<file path="config.mk">
export PLATFORM = sky130hd
export DESIGN_NAME = elink_codec_top
export DESIGN_NICKNAME = d
export VERILOG_FILES = /design/src/design/enc8b10b_pkg.sv /design/src/design/enc8b10b.sv /design/src/design/enc8b10b_wrap.sv /design/src/design/dec8b10b.sv /design/src/design/elink_codec_top.sv
export VERILOG_INCLUDE_DIRS = /design/src /design/src/design
export SDC_FILE = /design/constraint.sdc
export NUM_CORES = 1
export LEC_CHECK = 0
export BUFFER_PORTS_ARGS = -buffer_cell sky130_fd_sc_hd__buf_2
export CORE_ASPECT_RATIO = 0.9
export CORE_MARGIN = 2
export CORE_UTILIZATION = 35
export DETAILED_ROUTE_END_ITERATION = 6
export MAX_ROUTING_LAYER = met4
export PLACE_DENSITY = 0.54
export SYNTH_ARGS = -nofsm -noshare
export SYNTH_HDL_FRONTEND = slang
export SYNTH_SLANG_ARGS = --single-unit
</file>
<file path="constraint.sdc">
create_clock -name clk -period 16.7 [get_ports clk]
set_input_delay 1.67 -clock clk [delete_from_list [all_inputs] [get_ports clk]]
set_output_delay 1.67 -clock clk [all_outputs]
set_load 0.02 [all_outputs]
</file>
<file path="src/design/enc8b10b_config.svh">
//**************************************************************************
// 8b/10b codec configuration
// Byte and link word widths, K28 control byte values for packet framing
//**************************************************************************

`ifndef ENC8B10B_CONFIG_SVH
`define ENC8B10B_CONFIG_SVH

// Byte and 10-bit link word widths
`define ENC_DATA_W 8
`define ENC_CODE_W 10

// K28.1, start of packet
`define K_SOP   8'h3C
// K28.6, end of packet
`define K_EOP   8'hDC
// K28.5 comma, also sent as idle
`define K_COMMA 8'hBC

`endif

</file>
<file path="src/design/enc8b10b_pkg.sv">
//**************************************************************************
// 8b/10b codec types
// Frame code seen by the encoder wrapper, running disparity state
//**************************************************************************

package enc8b10b_pkg;

  // Two-bit frame code from the e-link user side
  typedef enum logic [1:0]
  {
    codeData  = 2'b00,
    codeEop   = 2'b01,
    codeSop   = 2'b10,
    codeComma = 2'b11
  } frameCodeT;

  // Running disparity, negative after reset
  typedef enum logic
  {
    dispNeg = 1'b0,
    dispPos = 1'b1
  } dispT;

endpackage

</file>
<file path="src/design/enc8b10b.sv">
//**************************************************************************
// 8b/10b encoder
// 5b/6b and 3b/4b sub-block lookup with running disparity, registered
// output word and one-cycle valid
//**************************************************************************

`timescale 1ns/10ps
`include "enc8b10b_config.svh"

module enc8b10b
  import enc8b10b_pkg::*;
(
  input  logic                   clk,
  input  logic                   rstN,
  input  logic [`ENC_DATA_W-1:0] byteIn,
  input  logic                   isK,
  input  logic                   valid,
  output logic [`ENC_CODE_W-1:0] code,
  output logic                   codeValid
);

  dispT       rd;
  dispT       rd6;
  dispT       rdNext;
  logic [4:0] x5;
  logic [2:0] y3;
  logic [5:0] base6;
  logic [5:0] sub6;
  logic [3:0] base4;
  logic [3:0] sub4;
  logic       unbal6;
  logic       unbal4;
  logic       flip4;
  logic       useA7;

  // EDCBA and HGF fields of the byte
  assign x5 = byteIn[4:0];
  assign y3 = byteIn[7:5];

  // 5b/6b, abcdei forms for negative disparity
  always_comb
  begin
    case (x5)
      5'd0:  base6 = 6'b100111;
      5'd1:  base6 = 6'b011101;
      5'd2:  base6 = 6'b101101;
      5'd3:  base6 = 6'b110001;
      5'd4:  base6 = 6'b110101;
      5'd5:  base6 = 6'b101001;
      5'd6:  base6 = 6'b011001;
      5'd7:  base6 = 6'b111000;
      5'd8:  base6 = 6'b111001;
      5'd9:  base6 = 6'b100101;
      5'd10: base6 = 6'b010101;
      5'd11: base6 = 6'b110100;
      5'd12: base6 = 6'b001101;
      5'd13: base6 = 6'b101100;
      5'd14: base6 = 6'b011100;
      5'd15: base6 = 6'b010111;
      5'd16: base6 = 6'b011011;
      5'd17: base6 = 6'b100011;
      5'd18: base6 = 6'b010011;
      5'd19: base6 = 6'b110010;
      5'd20: base6 = 6'b001011;
      5'd21: base6 = 6'b101010;
      5'd22: base6 = 6'b011010;
      5'd23: base6 = 6'b111010;
      5'd24: base6 = 6'b110011;
      5'd25: base6 = 6'b100110;
      5'd26: base6 = 6'b010110;
      5'd27: base6 = 6'b110110;
      5'd28: base6 = isK ? 6'b001111 : 6'b001110;
      5'd29: base6 = 6'b101110;
      5'd30: base6 = 6'b011110;
      default: base6 = 6'b101011;
    endcase
  end

  assign unbal6 = ($countones(base6) != 3);

  // D.07 is balanced but still alternates
  assign sub6 = (rd == dispPos && (unbal6 || x5 == 5'd7)) ? ~base6 : base6;
  assign rd6  = unbal6 ? ((rd == dispPos) ? dispNeg : dispPos) : rd;

  // Alternate 7 avoids a run of five, and K.x.7 always takes it
  assign useA7 = isK
              || (rd6 == dispNeg && (x5 inside {5'd17, 5'd18, 5'd20}))
              || (rd6 == dispPos && (x5 inside {5'd11, 5'd13, 5'd14}));

  // 3b/4b, fghj forms for negative disparity
  always_comb
  begin
    case (y3)
      3'd0:    base4 = 4'b1011;
      3'd1:    base4 = 4'b1001;
      3'd2:    base4 = 4'b0101;
      3'd3:    base4 = 4'b1100;
      3'd4:    base4 = 4'b1101;
      3'd5:    base4 = 4'b1010;
      3'd6:    base4 = 4'b0110;
      default: base4 = useA7 ? 4'b0111 : 4'b1110;
    endcase
  end

  assign unbal4 = ($countones(base4) != 2);

  // Balanced K forms for y 1, 2, 5, 6 are inverted against data
  assign flip4 = (unbal4 || y3 == 3'd3) ? (rd6 == dispPos)
                                        : (isK && rd6 == dispNeg);
  assign sub4   = flip4 ? ~base4 : base4;
  assign rdNext = unbal4 ? ((rd6 == dispPos) ? dispNeg : dispPos) : rd6;

  always_ff @(posedge clk)
  begin
    if (!rstN)
    begin
      rd        <= dispNeg;
      codeValid <= 1'b0;
    end
    else
    begin
      codeValid <= valid;
      if (valid)
        rd <= rdNext;
    end
  end

  // Word is abcdei in [9:4], fghj in [3:0], a sent first
  always_ff @(posedge clk)
  begin
    if (valid)
      code <= {sub6, sub4};
  end

  codeOnesA: assert property (@(posedge clk) disable iff (!rstN)
      codeValid |-> ($countones(code) >= 4 && $countones(code) <= 6))
    else $error("Encoded word with %0d ones", $countones(code));

endmodule

</file>
<file path="src/design/enc8b10b_wrap.sv">
//**************************************************************************
// E-link framing encoder
// Maps the frame code to a data byte or a K28 control character and
// passes it to the 8b/10b encoder on the ready strobe
//**************************************************************************

`timescale 1ns/10ps
`include "enc8b10b_config.svh"

module enc8b10b_wrap
  import enc8b10b_pkg::*;
(
  input  logic                   clk,
  input  logic                   rstN,
  input  logic [`ENC_DATA_W-1:0] dataIn,
  input  frameCodeT              dataCode,
  input  logic                   dataInRdy,
  output logic [`ENC_CODE_W-1:0] encDataOut,
  output logic                   encDataOutRdy
);

  logic [`ENC_DATA_W-1:0] byteOut;
  logic                   isK;

  // Control codes ignore dataIn
  always_comb
  begin
    case (dataCode)
      codeSop:
      begin
        byteOut = `K_SOP;
        isK     = 1'b1;
      end
      codeEop:
      begin
        byteOut = `K_EOP;
        isK     = 1'b1;
      end
      codeComma:
      begin
        byteOut = `K_COMMA;
        isK     = 1'b1;
      end
      default:
      begin
        byteOut = dataIn;
        isK     = 1'b0;
      end
    endcase
  end

  enc8b10b encI
  (
    .clk       (clk),
    .rstN      (rstN),
    .byteIn    (byteOut),
    .isK       (isK),
    .valid     (dataInRdy),
    .code      (encDataOut),
    .codeValid (encDataOutRdy)
  );

  // One symbol out for every strobe, one cycle later
  property rdyLatencyP;
    @(posedge clk) disable iff (!rstN)
      dataInRdy |=> encDataOutRdy;
  endproperty

  rdyLatencyA: assert property (rdyLatencyP)
    else $error("encDataOutRdy not seen one cycle after dataInRdy");

endmodule

</file>
<file path="src/design/dec8b10b.sv">
//**************************************************************************
// 8b/10b decoder
// Reverses the sub-block tables, flags K characters, code errors and
// running disparity errors, registered with one-cycle valid
//**************************************************************************

`timescale 1ns/10ps
`include "enc8b10b_config.svh"

module dec8b10b
  import enc8b10b_pkg::*;
(
  input  logic                   clk,
  input  logic                   rstN,
  input  logic [`ENC_CODE_W-1:0] linkData,
  input  logic                   linkValid,
  output logic [`ENC_DATA_W-1:0] dataOut,
  output logic                   ko,
  output logic                   codeErr,
  output logic                   dispErr,
  output logic                   decValid
);

  dispT       rd;
  logic [5:0] w6;
  logic [3:0] w4;
  logic [5:0] f6;
  logic [3:0] w4n;
  logic [3:0] f4;
  logic [4:0] x5;
  logic [2:0] y3;
  logic [3:0] onesAll;
  logic       ok6;
  logic       ok4;
  logic       isA7;
  logic       isK28;
  logic       kAlt;
  logic       a7Err;
  logic       wordPos;
  logic       wordNeg;
  logic       badCode;
  logic       badDisp;

  assign w6      = linkData[9:4];
  assign w4      = linkData[3:0];
  assign onesAll = 4'($countones(linkData));
  assign isK28   = (w6 == 6'b001111) || (w6 == 6'b110000);

  // Positive forms of unbalanced 6b blocks have two ones
  assign f6 = ($countones(w6) == 2) ? ~w6 : w6;

  always_comb
  begin
    ok6 = 1'b1;
    case (f6)
      6'b100111: x5 = 5'd0;
      6'b011101: x5 = 5'd1;
      6'b101101: x5 = 5'd2;
      6'b110001: x5 = 5'd3;
      6'b110101: x5 = 5'd4;
      6'b101001: x5 = 5'd5;
      6'b011001: x5 = 5'd6;
      6'b111000: x5 = 5'd7;
      6'b000111: x5 = 5'd7;
      6'b111001: x5 = 5'd8;
      6'b100101: x5 = 5'd9;
      6'b010101: x5 = 5'd10;
      6'b110100: x5 = 5'd11;
      6'b001101: x5 = 5'd12;
      6'b101100: x5 = 5'd13;
      6'b011100: x5 = 5'd14;
      6'b010111: x5 = 5'd15;
      6'b011011: x5 = 5'd16;
      6'b100011: x5 = 5'd17;
      6'b010011: x5 = 5'd18;
      6'b110010: x5 = 5'd19;
      6'b001011: x5 = 5'd20;
      6'b101010: x5 = 5'd21;
      6'b011010: x5 = 5'd22;
      6'b111010: x5 = 5'd23;
      6'b110011: x5 = 5'd24;
      6'b100110: x5 = 5'd25;
      6'b010110: x5 = 5'd26;
      6'b110110: x5 = 5'd27;
      6'b001110: x5 = 5'd28;
      6'b001111: x5 = 5'd28;
      6'b101110: x5 = 5'd29;
      6'b011110: x5 = 5'd30;
      6'b101011: x5 = 5'd31;
      default:
      begin
        x5  = 5'd0;
        ok6 = 1'b0;
      end
    endcase
  end

  // After 110000 the K28 4b block sits in the other column
  assign w4n = (w6 == 6'b110000) ? ~w4 : w4;
  assign f4  = ($countones(w4n) == 1) ? ~w4n : w4n;

  always_comb
  begin
    ok4  = 1'b1;
    isA7 = 1'b0;
    case (f4)
      4'b1011: y3 = 3'd0;
      4'b1001: y3 = 3'd1;
      4'b0101: y3 = 3'd2;
      4'b1100: y3 = 3'd3;
      4'b0011: y3 = 3'd3;
      4'b1101: y3 = 3'd4;
      4'b1010: y3 = 3'd5;
      4'b0110: y3 = 3'd6;
      4'b1110: y3 = 3'd7;
      4'b0111:
      begin
        y3   = 3'd7;
        isA7 = 1'b1;
      end
      default:
      begin
        y3  = 3'd0;
        ok4 = 1'b0;
      end
    endcase
  end

  // K.23.7, K.27.7, K.29.7 and K.30.7 use the alternate 7
  assign kAlt  = isA7 && (x5 inside {5'd23, 5'd27, 5'd29, 5'd30});
  assign a7Err = isA7 && !isK28 && !kAlt
              && !(x5 inside {5'd11, 5'd13, 5'd14, 5'd17, 5'd18, 5'd20});

  assign wordPos = (onesAll == 4'd6);
  assign wordNeg = (onesAll == 4'd4);
  assign badCode = !ok6 || !ok4 || a7Err || (onesAll < 4'd4) || (onesAll > 4'd6);
  assign badDisp = (wordPos && rd == dispPos) || (wordNeg && rd == dispNeg);

  always_ff @(posedge clk)
  begin
    if (!rstN)
    begin
      rd       <= dispNeg;
      decValid <= 1'b0;
      ko       <= 1'b0;
      codeErr  <= 1'b0;
      dispErr  <= 1'b0;
    end
    else
    begin
      decValid <= linkValid;
      if (linkValid)
      begin
        ko      <= isK28 || kAlt;
        codeErr <= badCode;
        dispErr <= badDisp;
        // Balanced words leave the disparity alone
        if (wordPos)
          rd <= dispPos;
        else if (wordNeg)
          rd <= dispNeg;
      end
    end
  end

  always_ff @(posedge clk)
  begin
    if (linkValid)
      dataOut <= {y3, x5};
  end

  decLatencyA: assert property (@(posedge clk) disable iff (!rstN)
      linkValid |=> decValid)
    else $error("decValid not seen one cycle after linkValid");

endmodule

</file>
<file path="src/design/elink_codec_top.sv">
//**************************************************************************
// E-link codec top level
// Framing encoder and decoder side by side, link loop closed outside
//**************************************************************************

`timescale 1ns/10ps
`include "enc8b10b_config.svh"

module elink_codec_top
  import enc8b10b_pkg::*;
(
  input  logic                   clk,
  input  logic                   rstN,
  input  logic [`ENC_DATA_W-1:0] dataIn,
  input  frameCodeT              dataCode,
  input  logic                   dataInRdy,
  output logic [`ENC_CODE_W-1:0] encDataOut,
  output logic                   encDataOutRdy,
  input  logic [`ENC_CODE_W-1:0] linkData,
  input  logic                   linkValid,
  output logic [`ENC_DATA_W-1:0] dataOut,
  output logic                   ko,
  output logic                   codeErr,
  output logic                   dispErr,
  output logic                   decValid
);

  // Transmit side
  enc8b10b_wrap encWrapI
  (
    .clk           (clk),
    .rstN          (rstN),
    .dataIn        (dataIn),
    .dataCode      (dataCode),
    .dataInRdy     (dataInRdy),
    .encDataOut    (encDataOut),
    .encDataOutRdy (encDataOutRdy)
  );

  // Receive side
  dec8b10b decI
  (
    .clk       (clk),
    .rstN      (rstN),
    .linkData  (linkData),
    .linkValid (linkValid),
    .dataOut   (dataOut),
    .ko        (ko),
    .codeErr   (codeErr),
    .dispErr   (dispErr),
    .decValid  (decValid)
  );

endmodule

</file>
# After elaboration in Yosys (flattened, before gate mapping)
# Cells that the tools add are included.
# classes
order_cmp	2
n_addsub	21
eq_ne	101
bitwise_logic	7
n_mux	23
reduce_logical	41
# ops
operator	count
one-hot mux 6 bit (31 select lines)	1
one-hot mux 5 bit (31 select lines)	1
== test 6 bit, second input constant	20
== test 5 bit, second input constant	22
== test 6 x 5 -> 1 bit, second input constant	10
== test 5 x 4 -> 1 bit, second input constant	11
OR reduction 34 bit	1
adder 32 x 2 -> 32 bit	1
adder 32 bit	1
== test 32 x 2 -> 1 bit, second input constant	1
== test 32 x 3 -> 1 bit, second input constant	1
== test 6 x 4 -> 1 bit, second input constant	5
one-hot mux 4 bit (7 select lines)	1
adder 1 x 1 -> 2 bit	12
== test 4 bit, second input constant	6
one-hot mux 8 bit (3 select lines)	1
one-hot mux 3 bit (7 select lines)	1
== test 4 x 3 -> 1 bit, second input constant	5
== test 5 x 3 -> 1 bit, second input constant	4
two-way mux 4 bit	4
adder 4 bit	3
two-way mux 1 bit	12
two-way mux 6 bit	2
NOT 4 bit	3
other kinds (30)	66
# word_totals
input_bits	24
out_inout_bits	23
regBits	25

# Logic depth before layout (Yosys ltp)
# Gate-level depths: netlist of run 1.
# logic_depth
ltp_word	22
ltp_mapped	28

# Modules after synthesis
# From an unflattened synthesis of run 1, not the netlist that was laid out.
# unflattened
cells_unflattened	479
area_unflattened_um2	3742.3
# by_module_without_submodules
module	n_inst	area_per_inst_um2	cells_each
dec8b10b	1	2618.8	352
enc8b10b	1	1052.3	113
enc8b10b_wrap	1	71.3	14

# Worst setup path after synthesis of run 1
# OpenSTA, ideal clock, no wires.
# synth_timing
kind	input port to flip-flop
start	input dataIn[3]
end	register encWrapI.encI.code[0] (data pin)
n_path_buf	2
path_stages	26
setup_slack_ps	8787
setup_time_ps	271
required_time_ps	16429
arrival_ps	7643
cell_sequence	clkbuf_1 clkbuf_1 o21ai_0 a31oi_1 nor2_1 nor2_1 fa_1 fa_1 inv_1 ha_1 inv_1 fa_1 nand3b_1 xor2_1 nand2b_1 or4_1 a31oi_1 o21ai_0 a21oi_1 fa_1 ha_1 ha_1 nor3b_1 o31ai_1 a21oi_1 xnor2_1
# synth_between
elab_chain_cells	20
# synth_lines
item	line	text
start: declaration	elink_codec_top.sv:14	input logic [`ENC_DATA_W-1:0] dataIn,
one-hot mux 8 bit (3 select lines) (*)	enc8b10b_wrap.sv:28	case (dataCode)
== test 5 bit (tied with other cells)	enc8b10b.sv:43	case (x5)
one-hot mux 6 bit (31 select lines)	enc8b10b.sv:43	
adder 1 x 1 -> 2 bit (implied by the code)	enc8b10b.sv:79	assign unbal6 = ($countones(base6) != 3);
adder 2 x 2 -> 3 bit (implied by the code)	enc8b10b.sv:79	
adder 3 x 2 -> 4 bit (implied by the code)	enc8b10b.sv:79	
!= test 4 x 2 -> 1 bit	enc8b10b.sv:79	
two-way mux 1 bit	enc8b10b.sv:83	assign rd6 = unbal6 ? ((rd == dispPos) ? dispNeg : dispPos) : rd;
(+5 left out)	-	
one-hot mux 4 bit (7 select lines)	enc8b10b.sv:93	case (y3)
adder 1 x 1 -> 2 bit (implied by the code)	enc8b10b.sv:105	assign unbal4 = ($countones(base4) != 2);
adder 2 x 2 -> 3 bit (implied by the code)	enc8b10b.sv:105	
!= test 3 x 2 -> 1 bit	enc8b10b.sv:105	
logical OR 1 bit	enc8b10b.sv:108	assign flip4 = (unbal4 || y3 == 3'd3) ? (rd6 == dispPos)
two-way mux 1 bit	enc8b10b.sv:108	
two-way mux 4 bit (*)	enc8b10b.sv:110	assign sub4 = flip4 ? ~base4 : base4;
via encWrapI.encI.sub4[0]	enc8b10b.sv:30	logic [3:0] sub4;
end signal: assignment	enc8b10b.sv:132	code <= {sub6, sub4};
end: declaration	enc8b10b.sv:18	output logic [`ENC_CODE_W-1:0] code,
# The timed path passes the listed nets; every way through them passes the cells marked *.
# A chain may end at the register's enable or synchronous reset.

# Final worst setup path of run 1
# layout_timing
start	input dataIn[1]
end	register encWrapI.encI.code[0] (data pin)
# The elaborated chain is that of the path after synthesis.

==> impl_metrics.csv, run 1 <==
group,metric,value,unit
run_status,outcome,"completed",
layout,drive_gt1_share,14.6,%
detailed_routing,wire_per_inst,15.5,microns
global_routing,grt_first_pass_wirelength,14700,microns
sta,whs,0.556,ns
global_routing,antenna_found_initial,0,
flow_run,drv_cap,0,
synth,synth-async-reset-ratio,0,%
floorplan,placementRows,33,
cts,post_cts_buffers,0,
setup_path,crit_path_frequent_cell,"fa_1",
cts,cts_resized,0,
placed_design,portBuffers,46,
placed_design,hpwlAfterDp,6560,microns
synth,yosys.area.top_type,"edfxtp_1",
detailed_routing,antenna_left,0,
floorplan,ios,47,
global_routing,grt_usage,17.8,%
cts,ctsLongestPathBuffers,2,
detailed_routing,avgViaCountPerCell,5.63,
cts,path_clk_slew,0.10,ns
cts,cts_tree,"built",
min_path,hold_end,"decI.rd",
layout,diodes,0,
synth,synth_edf_count,18,
layout,final_cells,561,
layout,fin_nets,493,
sta,fmax,0.122,GHz
min_path,worstHoldPathType,"reg -> reg",
synth,seq_area_frac_synth,20.5,%
setup_path,reg2reg_from,"encWrapI.encI.rd",
synth,netlist_area,0.00332,sq mm
sta,clock_skew,0.000314,ns
floorplan,start_util,36.3,%
power_and_ir_drop,p_leak,1.47,nW
sta,hold_viol,0,
layout,syn2layout_area_growth,8.69,%
setup_path,arrival,8.20,ns
placed_design,gp_congestion,0.878,
global_routing,grt_pass1_vias,2963,
global_routing,grt_max_degree,36,
floorplan,die_h,96.5,microns
synth,synth_cell_types,71,
synth,yosysMostFrequentCell,"nand2_1",
detailed_routing,wirelength,8700,microns
floorplan,die_x,107,microns
global_routing,use_met1,25.9,%
synth,synth_cells,420,
cts,htreeDepth,1,
min_path,hp-start,"decI.rd",
cts,cts.sinks,25,
min_path,hold_depth,2,
placed_design,dp_cells,557,
global_routing,busiest_layer,"met2",
cts,cts-root-buf,"clkbuf_8",
layout,finish.utilization,39.4,%
synth,synth_top_area_share,16.3,%
sta,setup_viol,0,
power_and_ir_drop,power_density,76.9,mW/mm^2
setup_path,cp_max_fo,16,
synth,synth_common_cells,"nand2_1 (40), inv_1 (28), nor2_1 (28)",
synth,synth_nets,473,
sta,maxSlewViolCount,0,
global_routing,grt_overflow,0,
setup_path,required,16.72,ns
synth,synthTopCellsByArea,"edfxtp_1 (16%), ha_1 (6.8%), fa_1 (6.6%)",
power_and_ir_drop,max-vdd-ir-drop,0.0000368,V
synth,synth_top_flop_cell,"edfxtp_1",
setup_path,rrSetupSlack,12.54,ns
global_routing,met2_usage,28.1,%
cts,cts.hold.buffers_added,0,
synth,synth.avg_cell_area,7.92,sq um
synth,yosys_warnings,0,
sta,rsz0062_at_grt,"no",
sta,period_share,49.0,%
sta,worstMarginPinSlew,0.605,ns
cts,numCtsBuffers,3,
setup_path,crit_type,"in -> reg",
setup_path,r2r-end,"encWrapI.encI.code[0]",
setup_path,critPathCaptureType,"flip-flop",
setup_path,reg2regPathDepth,13,
detailed_routing,vias,3157,
sta,slew_headroom,59.4,%
floorplan,coreArea,0.00917,sq mm
detailed_routing,drt_first_pass_iters,5,
cts,clock_latency,0.27,ns
setup_path,critPathMaxStageDelay,0.55,ns
detailed_routing,drt_iter0_drc,311,
detailed_routing,drc,0,
setup_path,slowest_stage,"fa_1",
setup_path,cp-start-kind,"input pin",
floorplan,die_area,0.0103,sq mm
synth,synth_seq_cells,25,
global_routing,use_met3,1.61,%
sta,post-route-min-period,8.18,ns
sta,tns,0,ns
[layer usage]
metal / vias to the layer above / share of wire [%]
li1: 1574 / -
met1: 1493 / 50
met2: 86 / 45
met3: 4 / 4.5
met4: 0 / 0.25
met5: - / 0
[critical path: cells and delay by family]
| kind | cells | cell delay [ns] |
|---|---|---|
| simple gates | 7 | 1.74 |
| xor+xnor | 2 | 0.55 |
| fa+ha+maj | 7 | 2.54 |
| compound gates | 5 | 1.19 |
| buf+inv | 4 | 0.51 |
[where the power goes]
part	internal, mW	switching, mW
clock network	0.0175	0.0201
logic	0.0580	0.0953
registers	0.0825	0.00448
[how the worst max path moves through the flow]
stage          startpoint                     to  slack (ns)  depth (start not counted)
6_report        dataIn[1]  encWrapI.encI.code[0]        8.52                         25
3_3_place_gp    dataIn[1]  encWrapI.encI.code[0]        8.41                         27
5_1_grt         dataIn[1]  encWrapI.encI.code[0]        7.80                         25
3_5_place_dp    dataIn[1]  encWrapI.encI.code[0]        8.26                         25
4_1_cts         dataIn[1]  encWrapI.encI.code[0]        8.55                         25
2_1_floorplan   dataIn[3]  encWrapI.encI.code[0]        8.79                         26
[kinds of logic (layout without fill, tap and decap cells)]
group / Yosys count / count (layout) / synth area share, %
xor gates and xnor gates: 25 / 25 / 6.59
buffers and inverters: 61 / 80 / 7.83
AOI/OAI and AO/OA: 100 / 100 / 20.2
and+or+nand+nor: 171 / 171 / 28.7
adders and majority gates: 30 / 30 / 13.7
muxes: 8 / 8 / 2.45
DFF: 25 / 25 / 20.5
[stage by stage]
| stage | setup slack [ns] | total power, mW | instance area, sq um |
|---|---|---|---|
| finish | 8.52 | 0.278 | 3610 |
| global route | 7.80 | 0.302 | 3610 |
| CTS | 8.55 | 0.280 | 3610 |
| detailed placement | 8.26 | 0.242 | 3560 |
| global placement | 8.41 | 0.240 | 3560 |
| floorplan | 8.79 | 0.206 | 3320 |
[sequential cells by signal (all words and copies together), names as in the netlist]
name and count:
decI.codeErr 1, decI.dataOut 8, decI.decValid 1, decI.dispErr 1, decI.ko 1, decI.rd 1, encWrapI.encI.code 10, encWrapI.encI.codeValid 1
encWrapI.encI.rd 1
[layout by cell type (no fill, tap or decap), types with 4 or more instances in the layout]
cell / count
inv_1: 28
and2_1: 4
dfxtp_1: 7
edfxtp_1: 18
or3_1: 8
nor2_1: 28
o31ai_1: 5
nand3b_1: 5
xor2_1: 8
nand2_1: 40
and3_1: 5
buf_2: 46
mux2i_1: 7
nor3_1: 10
nor2b_1: 11
a21oi_1: 23
o22ai_1: 7
o21ai_0: 20
nand2b_1: 5
nand4_1: 6
nor4_1: 9
fa_1: 11
ha_1: 18
xnor2_1: 17
nand3_1: 18
a31oi_1: 9
[area by class of cell]
cell class,instances,area [sq um]
fill,971,5550
multi-input combinational,334,2380
sequential,25,681
timing repair buffer,47,238
tap,122,153
inverter,29,109
clock buffer,3,41.3
clock inverter,1,8.76
No activity file was read; power rests on OpenSTA's default activity.
==> inputs of run 2 (changes only) <==
--- a/config.mk
+++ b/config.mk
@@ -6,6 +6,7 @@
 export SDC_FILE = /design/constraint.sdc
 export NUM_CORES = 1
 export LEC_CHECK = 0
+export ABC_AREA = 1
 export BUFFER_PORTS_ARGS = -buffer_cell sky130_fd_sc_hd__buf_2
 export CORE_ASPECT_RATIO = 0.9
 export CORE_MARGIN = 2
==> constraint.sdc (replaced) <==
create_clock -name clk -period 8.14 [get_ports clk]
set_input_delay 0.814 -clock clk [delete_from_list [all_inputs] [get_ports clk]]
set_output_delay 0.814 -clock clk [all_outputs]
set_load 0.02 [all_outputs]
==> run 2 against run 1 <==
Against the previous run:
- clock skew is 0.0048 ns higher
- core utilization is 0.98 points higher
- die area is 1.4% lower
- sequential power up 130%
- hold slack got worse by 0.086 ns
- flip-flop and latch count is the same
- power is 150% higher
- global-route usage shrank 0.61 points
- non-clock buffer count shrank 1
- cell area increased by 1.6%
- first-iteration DRC count shrank 50%
- combinational power grew to 2.7 times the previous value
- critical endpoint is now encWrapI.encI.code[3]
- highest routed layer unchanged
==> impl_metrics.csv, run 2 <==
group,metric,value,unit
synth,synthTopCellsByArea,"nand2_1 (18%), edfxtp_1 (17%), inv_1 (8.1%)",
cts,cts_resized,0,
synth,yosysMostFrequentCell,"nand2_1",
layout,diodes,0,
synth,synth_seq_cells,25,
layout,top_register,"encWrapI.encI.code",
detailed_routing,antenna_left,0,
setup_path,arrival,7.24,ns
synth,synth.avg_cell_area,6.50,sq um
cts,cts.sinks,25,
sta,hold_viol,0,
placed_design,hpwlAfterDp,6680,microns
synth,synth_cells,504,
setup_path,cp_max_fo,16,
synth,synth_top_flop_cell,"edfxtp_1",
cts,cts_tree,"built",
layout,mostFrequentLayoutCells,"nand2_1 (154), inv_1 (71), nor2_1 (54)",
synth,yosys.area.top_type,"nand2_1",
floorplan,coreArea,0.00908,sq mm
setup_path,slowest_stage,"fa_1",
layout,drive_gt1_share,16.0,%
detailed_routing,drt_first_pass_iters,5,
sta,maxSlewViolCount,0,
global_routing,antenna_found_initial,0,
detailed_routing,drt_iter0_drc,156,
floorplan,die_area,0.0101,sq mm
floorplan,ios,47,
placed_design,gp_congestion,0.929,
setup_path,critPathMaxStageDelay,0.54,ns
cts,htreeDepth,1,
floorplan,die_x,106,microns
detailed_routing,wirelength,7990,microns
layout,layout_commonest_cell,"nand2_1",
synth,synth-async-reset-ratio,0,%
placed_design,dp_cells,667,
global_routing,grt_overflow,0,
synth,netlist_area,0.00327,sq mm
global_routing,grt_max_degree,17,
setup_path,critPathCaptureType,"flip-flop",
power_and_ir_drop,power_density,188,mW/mm^2
setup_path,crit_path_frequent_cell,"nand2_1",
global_routing,grt_usage,17.2,%
sta,finalWorstSetupSlack,0.904,ns
cts,cts-root-buf,"clkbuf_8",
layout,largest_register_ff_count,10,
placed_design,place_ws,0.657,ns
cts,ctsLongestPathBuffers,2,
layout,reg.largest.list,"encWrapI.encI.code (10), decI.dataOut (8)",
floorplan,die_h,95.8,microns
sta,clock_skew,0.00509,ns
sta,post-route-min-period,7.24,ns
cts,clock_latency,0.26,ns
layout,syn2layout_area_growth,12.1,%
sta,slew_headroom,66.4,%
sta,tns,0,ns
synth,yosys_warnings,0,
detailed_routing,vias,3278,
run_status,outcome,"completed",
sta,rsz0062_at_grt,"no",
synth,synth_nets,557,
synth,seq_area_frac_synth,20.8,%
setup_path,cp-start-kind,"input pin",
floorplan,placementRows,33,
synth,synth_common_cells,"nand2_1 (154), inv_1 (71), nor2_1 (54)",
cts,path_clk_slew,0.09,ns
placed_design,portBuffers,46,
synth,synth_edf_count,18,
detailed_routing,wire_per_inst,11.9,microns
layout,fin_nets,603,
global_routing,grt_first_pass_wirelength,13900,microns
synth,synth_top_area_share,17.7,%
power_and_ir_drop,total_power,0.690,mW
detailed_routing,avgViaCountPerCell,4.89,
detailed_routing,drc,0,
cts,post_cts_buffers,0,
cts,numCtsBuffers,3,
setup_path,crit_type,"in -> reg",
sta,whs,0.470,ns
setup_path,required,8.15,ns
sta,fmax,0.138,GHz
power_and_ir_drop,max-vdd-ir-drop,0.0000944,V
sta,setup_viol,0,
sta,period_share,88.9,%
synth,synth_cell_types,48,
cts,cts.hold.buffers_added,0,
power_and_ir_drop,p_leak,2.01,nW
flow_run,drv_cap,0,
layout,final_cells,671,
global_routing,grt_pass1_vias,3025,
min_path,worstHoldPathType,"reg -> reg",
floorplan,start_util,36.0,%
sta,worstMarginPinSlew,0.504,ns
==> run 2: changes by cell type after synthesis, moves of 13 or more <==
cell      delta
nand3_1     +27
clkbuf_1    -18
a21oi_1     -13
nand2_1    +114
inv_1       +43
nor2_1      +26
==> run 2: kinds of logic after synthesis <==
kind of cell | Yosys count | synth area share, %
compound gates | 43 | 8.37
xor+xnor | 16 | 4.28
fa+ha+maj | 29 | 13.6
buf+inv | 80 | 9.59
flops | 25 | 20.8
simple gates | 311 | 43.4
==> run 2: where the power goes <==
part | leakage (nW) | total [mW] | switching, mW | internal [mW]
registers | 0.229 | 0.198 | 0.0127 | 0.185
logic | 1.76 | 0.420 | 0.281 | 0.140
clock network | 0.0228 | 0.0721 | 0.0372 | 0.0349
total | 2.01 | 0.690 | 0.330 | 0.360
==> run 2: metal layers <==
metal	up-vias	track usage [%]	share of wire [%]
met4	0	2.96	0.81
li1	1714	-	-
met5	-	-	0
met3	4	2.51	4.7
met1	1475	24.3	50
met2	85	26.8	44
==> run 2: path summary, 6_finish.rpt <==
| kind | start | end | slack (ns) | cells after the start |
|---|---|---|---|---|
| setup / recovery | dataCode[1] | encWrapI.encI.code[3] | 0.90 | 30 |
| setup reg to reg | encWrapI.encI.rd | encWrapI.encI.code[3] | 4.72 | 16 |
| hold / removal | decI.ko | decI.ko | 0.47 | 2 |
| hold reg to reg | decI.ko | decI.ko | 0.47 | 2 |
==> run 2: layout make-up <==
type                    instances  area (sq um)
fillers                       976          5410
multi-input cells             399          2280
flip-flops and latches         25           681
inverters                      75           282
repair buffers                 46           230
well taps                     122           153
clock buffers                   4          45.0
==> run 2: through the flow <==
step | instance area, sq um | utilization, %
2_1_floorplan | 3270 | -
3_3_place_gp | 3620 | 39.9
3_5_place_dp | 3620 | 39.9
4_1_cts | 3670 | 40.4
5_1_grt | 3670 | 40.4
6_report | 3670 | 40.4
==> run 2: worst max-delay path, delay by kind of cell <==
kind,cells,cell delay (ns)
AOI/OAI and AO/OA,3,0.73
xor gates and xnor gates,1,0.14
adders and majority gates,7,2.62
buffers and inverters,6,0.82
and+or+nand+nor,13,2.09
==> inputs of run 3 (changes only) <==
--- a/config.mk
+++ b/config.mk
@@ -13,7 +13,7 @@
 export CORE_UTILIZATION = 35
 export DETAILED_ROUTE_END_ITERATION = 6
 export MAX_ROUTING_LAYER = met4
-export PLACE_DENSITY = 0.54
+export PLACE_DENSITY = 0.64
 export SYNTH_ARGS = -nofsm -noshare
 export SYNTH_HDL_FRONTEND = slang
 export SYNTH_SLANG_ARGS = --single-unit
==> run 3 against run 2 <==
Against the previous run:
- sequential power about the same
- flip-flop and latch count unchanged
- power shrank 0.20%
- fmax is 1.3% higher
- die area stayed put
- critical path type unchanged
==> impl_metrics.csv, run 3 (synthesis gave the netlist of run 2 again) <==
group,metric,value,unit
min_path,hp-start,"decI.ko",
setup_path,required,8.14,ns
floorplan,ios,47,
sta,clock_skew,0.00610,ns
setup_path,rrSetupSlack,4.74,ns
floorplan,start_util,36.0,%
flow_run,drv_cap,0,
cts,cts.sinks,25,
run_status,outcome,"completed",
layout,mostFrequentLayoutCells,"nand2_1 (154), inv_1 (71), nor2_1 (54)",
layout,diodes,0,
detailed_routing,avgViaCountPerCell,4.98,
cts,cts.hold.buffers_added,0,
detailed_routing,wire_per_inst,11.8,microns
power_and_ir_drop,comb_power_share,61.4,%
floorplan,die_h,95.8,microns
power_and_ir_drop,pwr-share-seq,28.6,%
cts,clock_latency,0.26,ns
sta,rsz0062_at_grt,"no",
power_and_ir_drop,p_clk_share,9.9,%
layout,largest_register_ff_count,10,
setup_path,crit_type,"in -> reg",
global_routing,grt_usage,16.7,%
sta,whs,0.470,ns
power_and_ir_drop,switchingPower,0.329,mW
floorplan,die_area,0.0101,sq mm
layout,reg.largest.list,"encWrapI.encI.code (10), decI.dataOut (8)",
setup_path,r2r-end,"encWrapI.encI.code[2]",
cts,post_cts_buffers,0,
setup_path,slowest_stage,"fa_1",
power_and_ir_drop,p_leak,2.01,nW
setup_path,setup.worst_path.end,"encWrapI.encI.code[2]",
global_routing,grt_overflow,0,
cts,htreeDepth,1,
cts,cts-root-buf,"clkbuf_8",
cts,ctsLongestPathBuffers,2,
sta,period_share,87.8,%
floorplan,die_x,106,microns
detailed_routing,drt_iter0_drc,191,
detailed_routing,met1_length,3780,microns
placed_design,placed_cell_area,0.00362,sq mm
layout,top_register,"encWrapI.encI.code",
setup_path,cp_max_fo,16,
power_and_ir_drop,internal_power,0.360,mW
sta,post-route-min-period,7.14,ns
detailed_routing,wirelength,7890,microns
layout,n_fill_cell,958,
power_and_ir_drop,power_density,188,mW/mm^2
setup_path,critPathMaxStageDelay,0.55,ns
placed_design,gp_congestion,0.927,
cts,cts_tree,"built",
setup_path,crit_path_frequent_cell,"nand2_1",
floorplan,placementRows,33,
sta,tns,0,ns
detailed_routing,wl_met3,466,microns
setup_path,cp-start-kind,"input pin",
layout,syn2layout_area_growth,12.1,%
setup_path,startpoint,"dataCode[1]",
setup_path,reg2reg_from,"encWrapI.encI.rd",
min_path,worstHoldPathType,"reg -> reg",
sta,fmax,0.140,GHz
layout,final_area,0.00367,sq mm
global_routing,grt_max_degree,17,
global_routing,grt_pass1_vias,3091,
global_routing,antenna_found_initial,0,
sta,hold_viol,0,
detailed_routing,drc,0,
power_and_ir_drop,max-vdd-ir-drop,0.000129,V
placed_design,portBuffers,46,
layout,fin_nets,603,
detailed_routing,dr.max_layer_used,"met4",
cts,cts_resized,0,
detailed_routing,vias,3339,
placed_design,hpwlAfterDp,6660,microns
floorplan,coreArea,0.00908,sq mm
setup_path,arrival,7.14,ns
sta,slew_headroom,66.6,%
global_routing,grt_first_pass_wirelength,13700,microns
setup_path,reg2regPathDepth,16,
setup_path,critPathCaptureType,"flip-flop",
cts,numCtsBuffers,3,
layout,layout_commonest_cell,"nand2_1",
layout,drive_gt1_share,16.2,%
detailed_routing,antenna_left,0,
detailed_routing,drt_first_pass_iters,5,
cts,path_clk_slew,0.08,ns
sta,worstMarginPinSlew,0.501,ns
sta,setup_viol,0,
power_and_ir_drop,sw_frac_of_total,47.8,%
detailed_routing,wl_met2,3590,microns
sta,maxSlewViolCount,0,
==> run 3: cell count changes in the layout (fill, tap and decap cells not counted), sizes merged <==
cell / previous run / this run
clkinv: 0 / 1
clkbuf: 4 / 3
==> run 3: how the worst min path moves through the flow <==
stage | end | slack (ns) | cells past startpoint
after global placement | decI.ko | 0.46 | 2
after floorplan | decI.rd | 0.47 | 2
after CTS | decI.ko | 0.47 | 2
final | decI.ko | 0.47 | 2
after detailed placement | decI.ko | 0.46 | 2
after global routing | decI.ko | 0.49 | 2
==> run 3: power groups by stage <==
stage	clock network, mW	registers (mW)	logic [mW]
floorplan	0	0.238	0.281
CTS	0.0713	0.198	0.423
detailed placement	0	0.199	0.424
global route	0.0777	0.201	0.482
global placement	0	0.200	0.413
finish	0.0684	0.197	0.423
==> run 3: layout make-up <==
cell class	count	area [sq um]	share of cell area [%]
Tap cell	122	153	4.16
Clock buffer	3	41.3	1.12
Sequential cell	25	681	18.5
Clock inverter	1	5.00	0.136
Inverter	75	282	7.67
Timing Repair Buffer	46	230	6.27
Multi-Input combinational cell	399	2280	62.1
==> run 3: routing by layer <==
layer / GRT usage, % / vias to the layer above
li1: - / 1711
met4: 2.08 / 0
met5: - / -
met1: 22.6 / 1499
met3: 2.64 / 8
met2: 27.4 / 121
==> run 3: metrics by stage <==
step / setup WS (ns) / util [%] / total power [mW] / instances
5_1_grt: 0.386 / 40.4 / 0.761 / 671
3_3_place_gp: 0.935 / 39.9 / 0.613 / 667
3_5_place_dp: 0.702 / 39.9 / 0.623 / 667
4_1_cts: 1.00 / 40.4 / 0.692 / 671
6_report: 0.997 / 40.4 / 0.689 / 671
2_1_floorplan: 1.69 / - / 0.520 / 504
==> run 3: critical path, delay by kind of cell <==
family	cells	cell delay [ns]
fa+ha+maj	7	2.62
simple gates	13	2.05
buf+inv	6	0.79
compound gates	3	0.73
xor+xnor	1	0.13
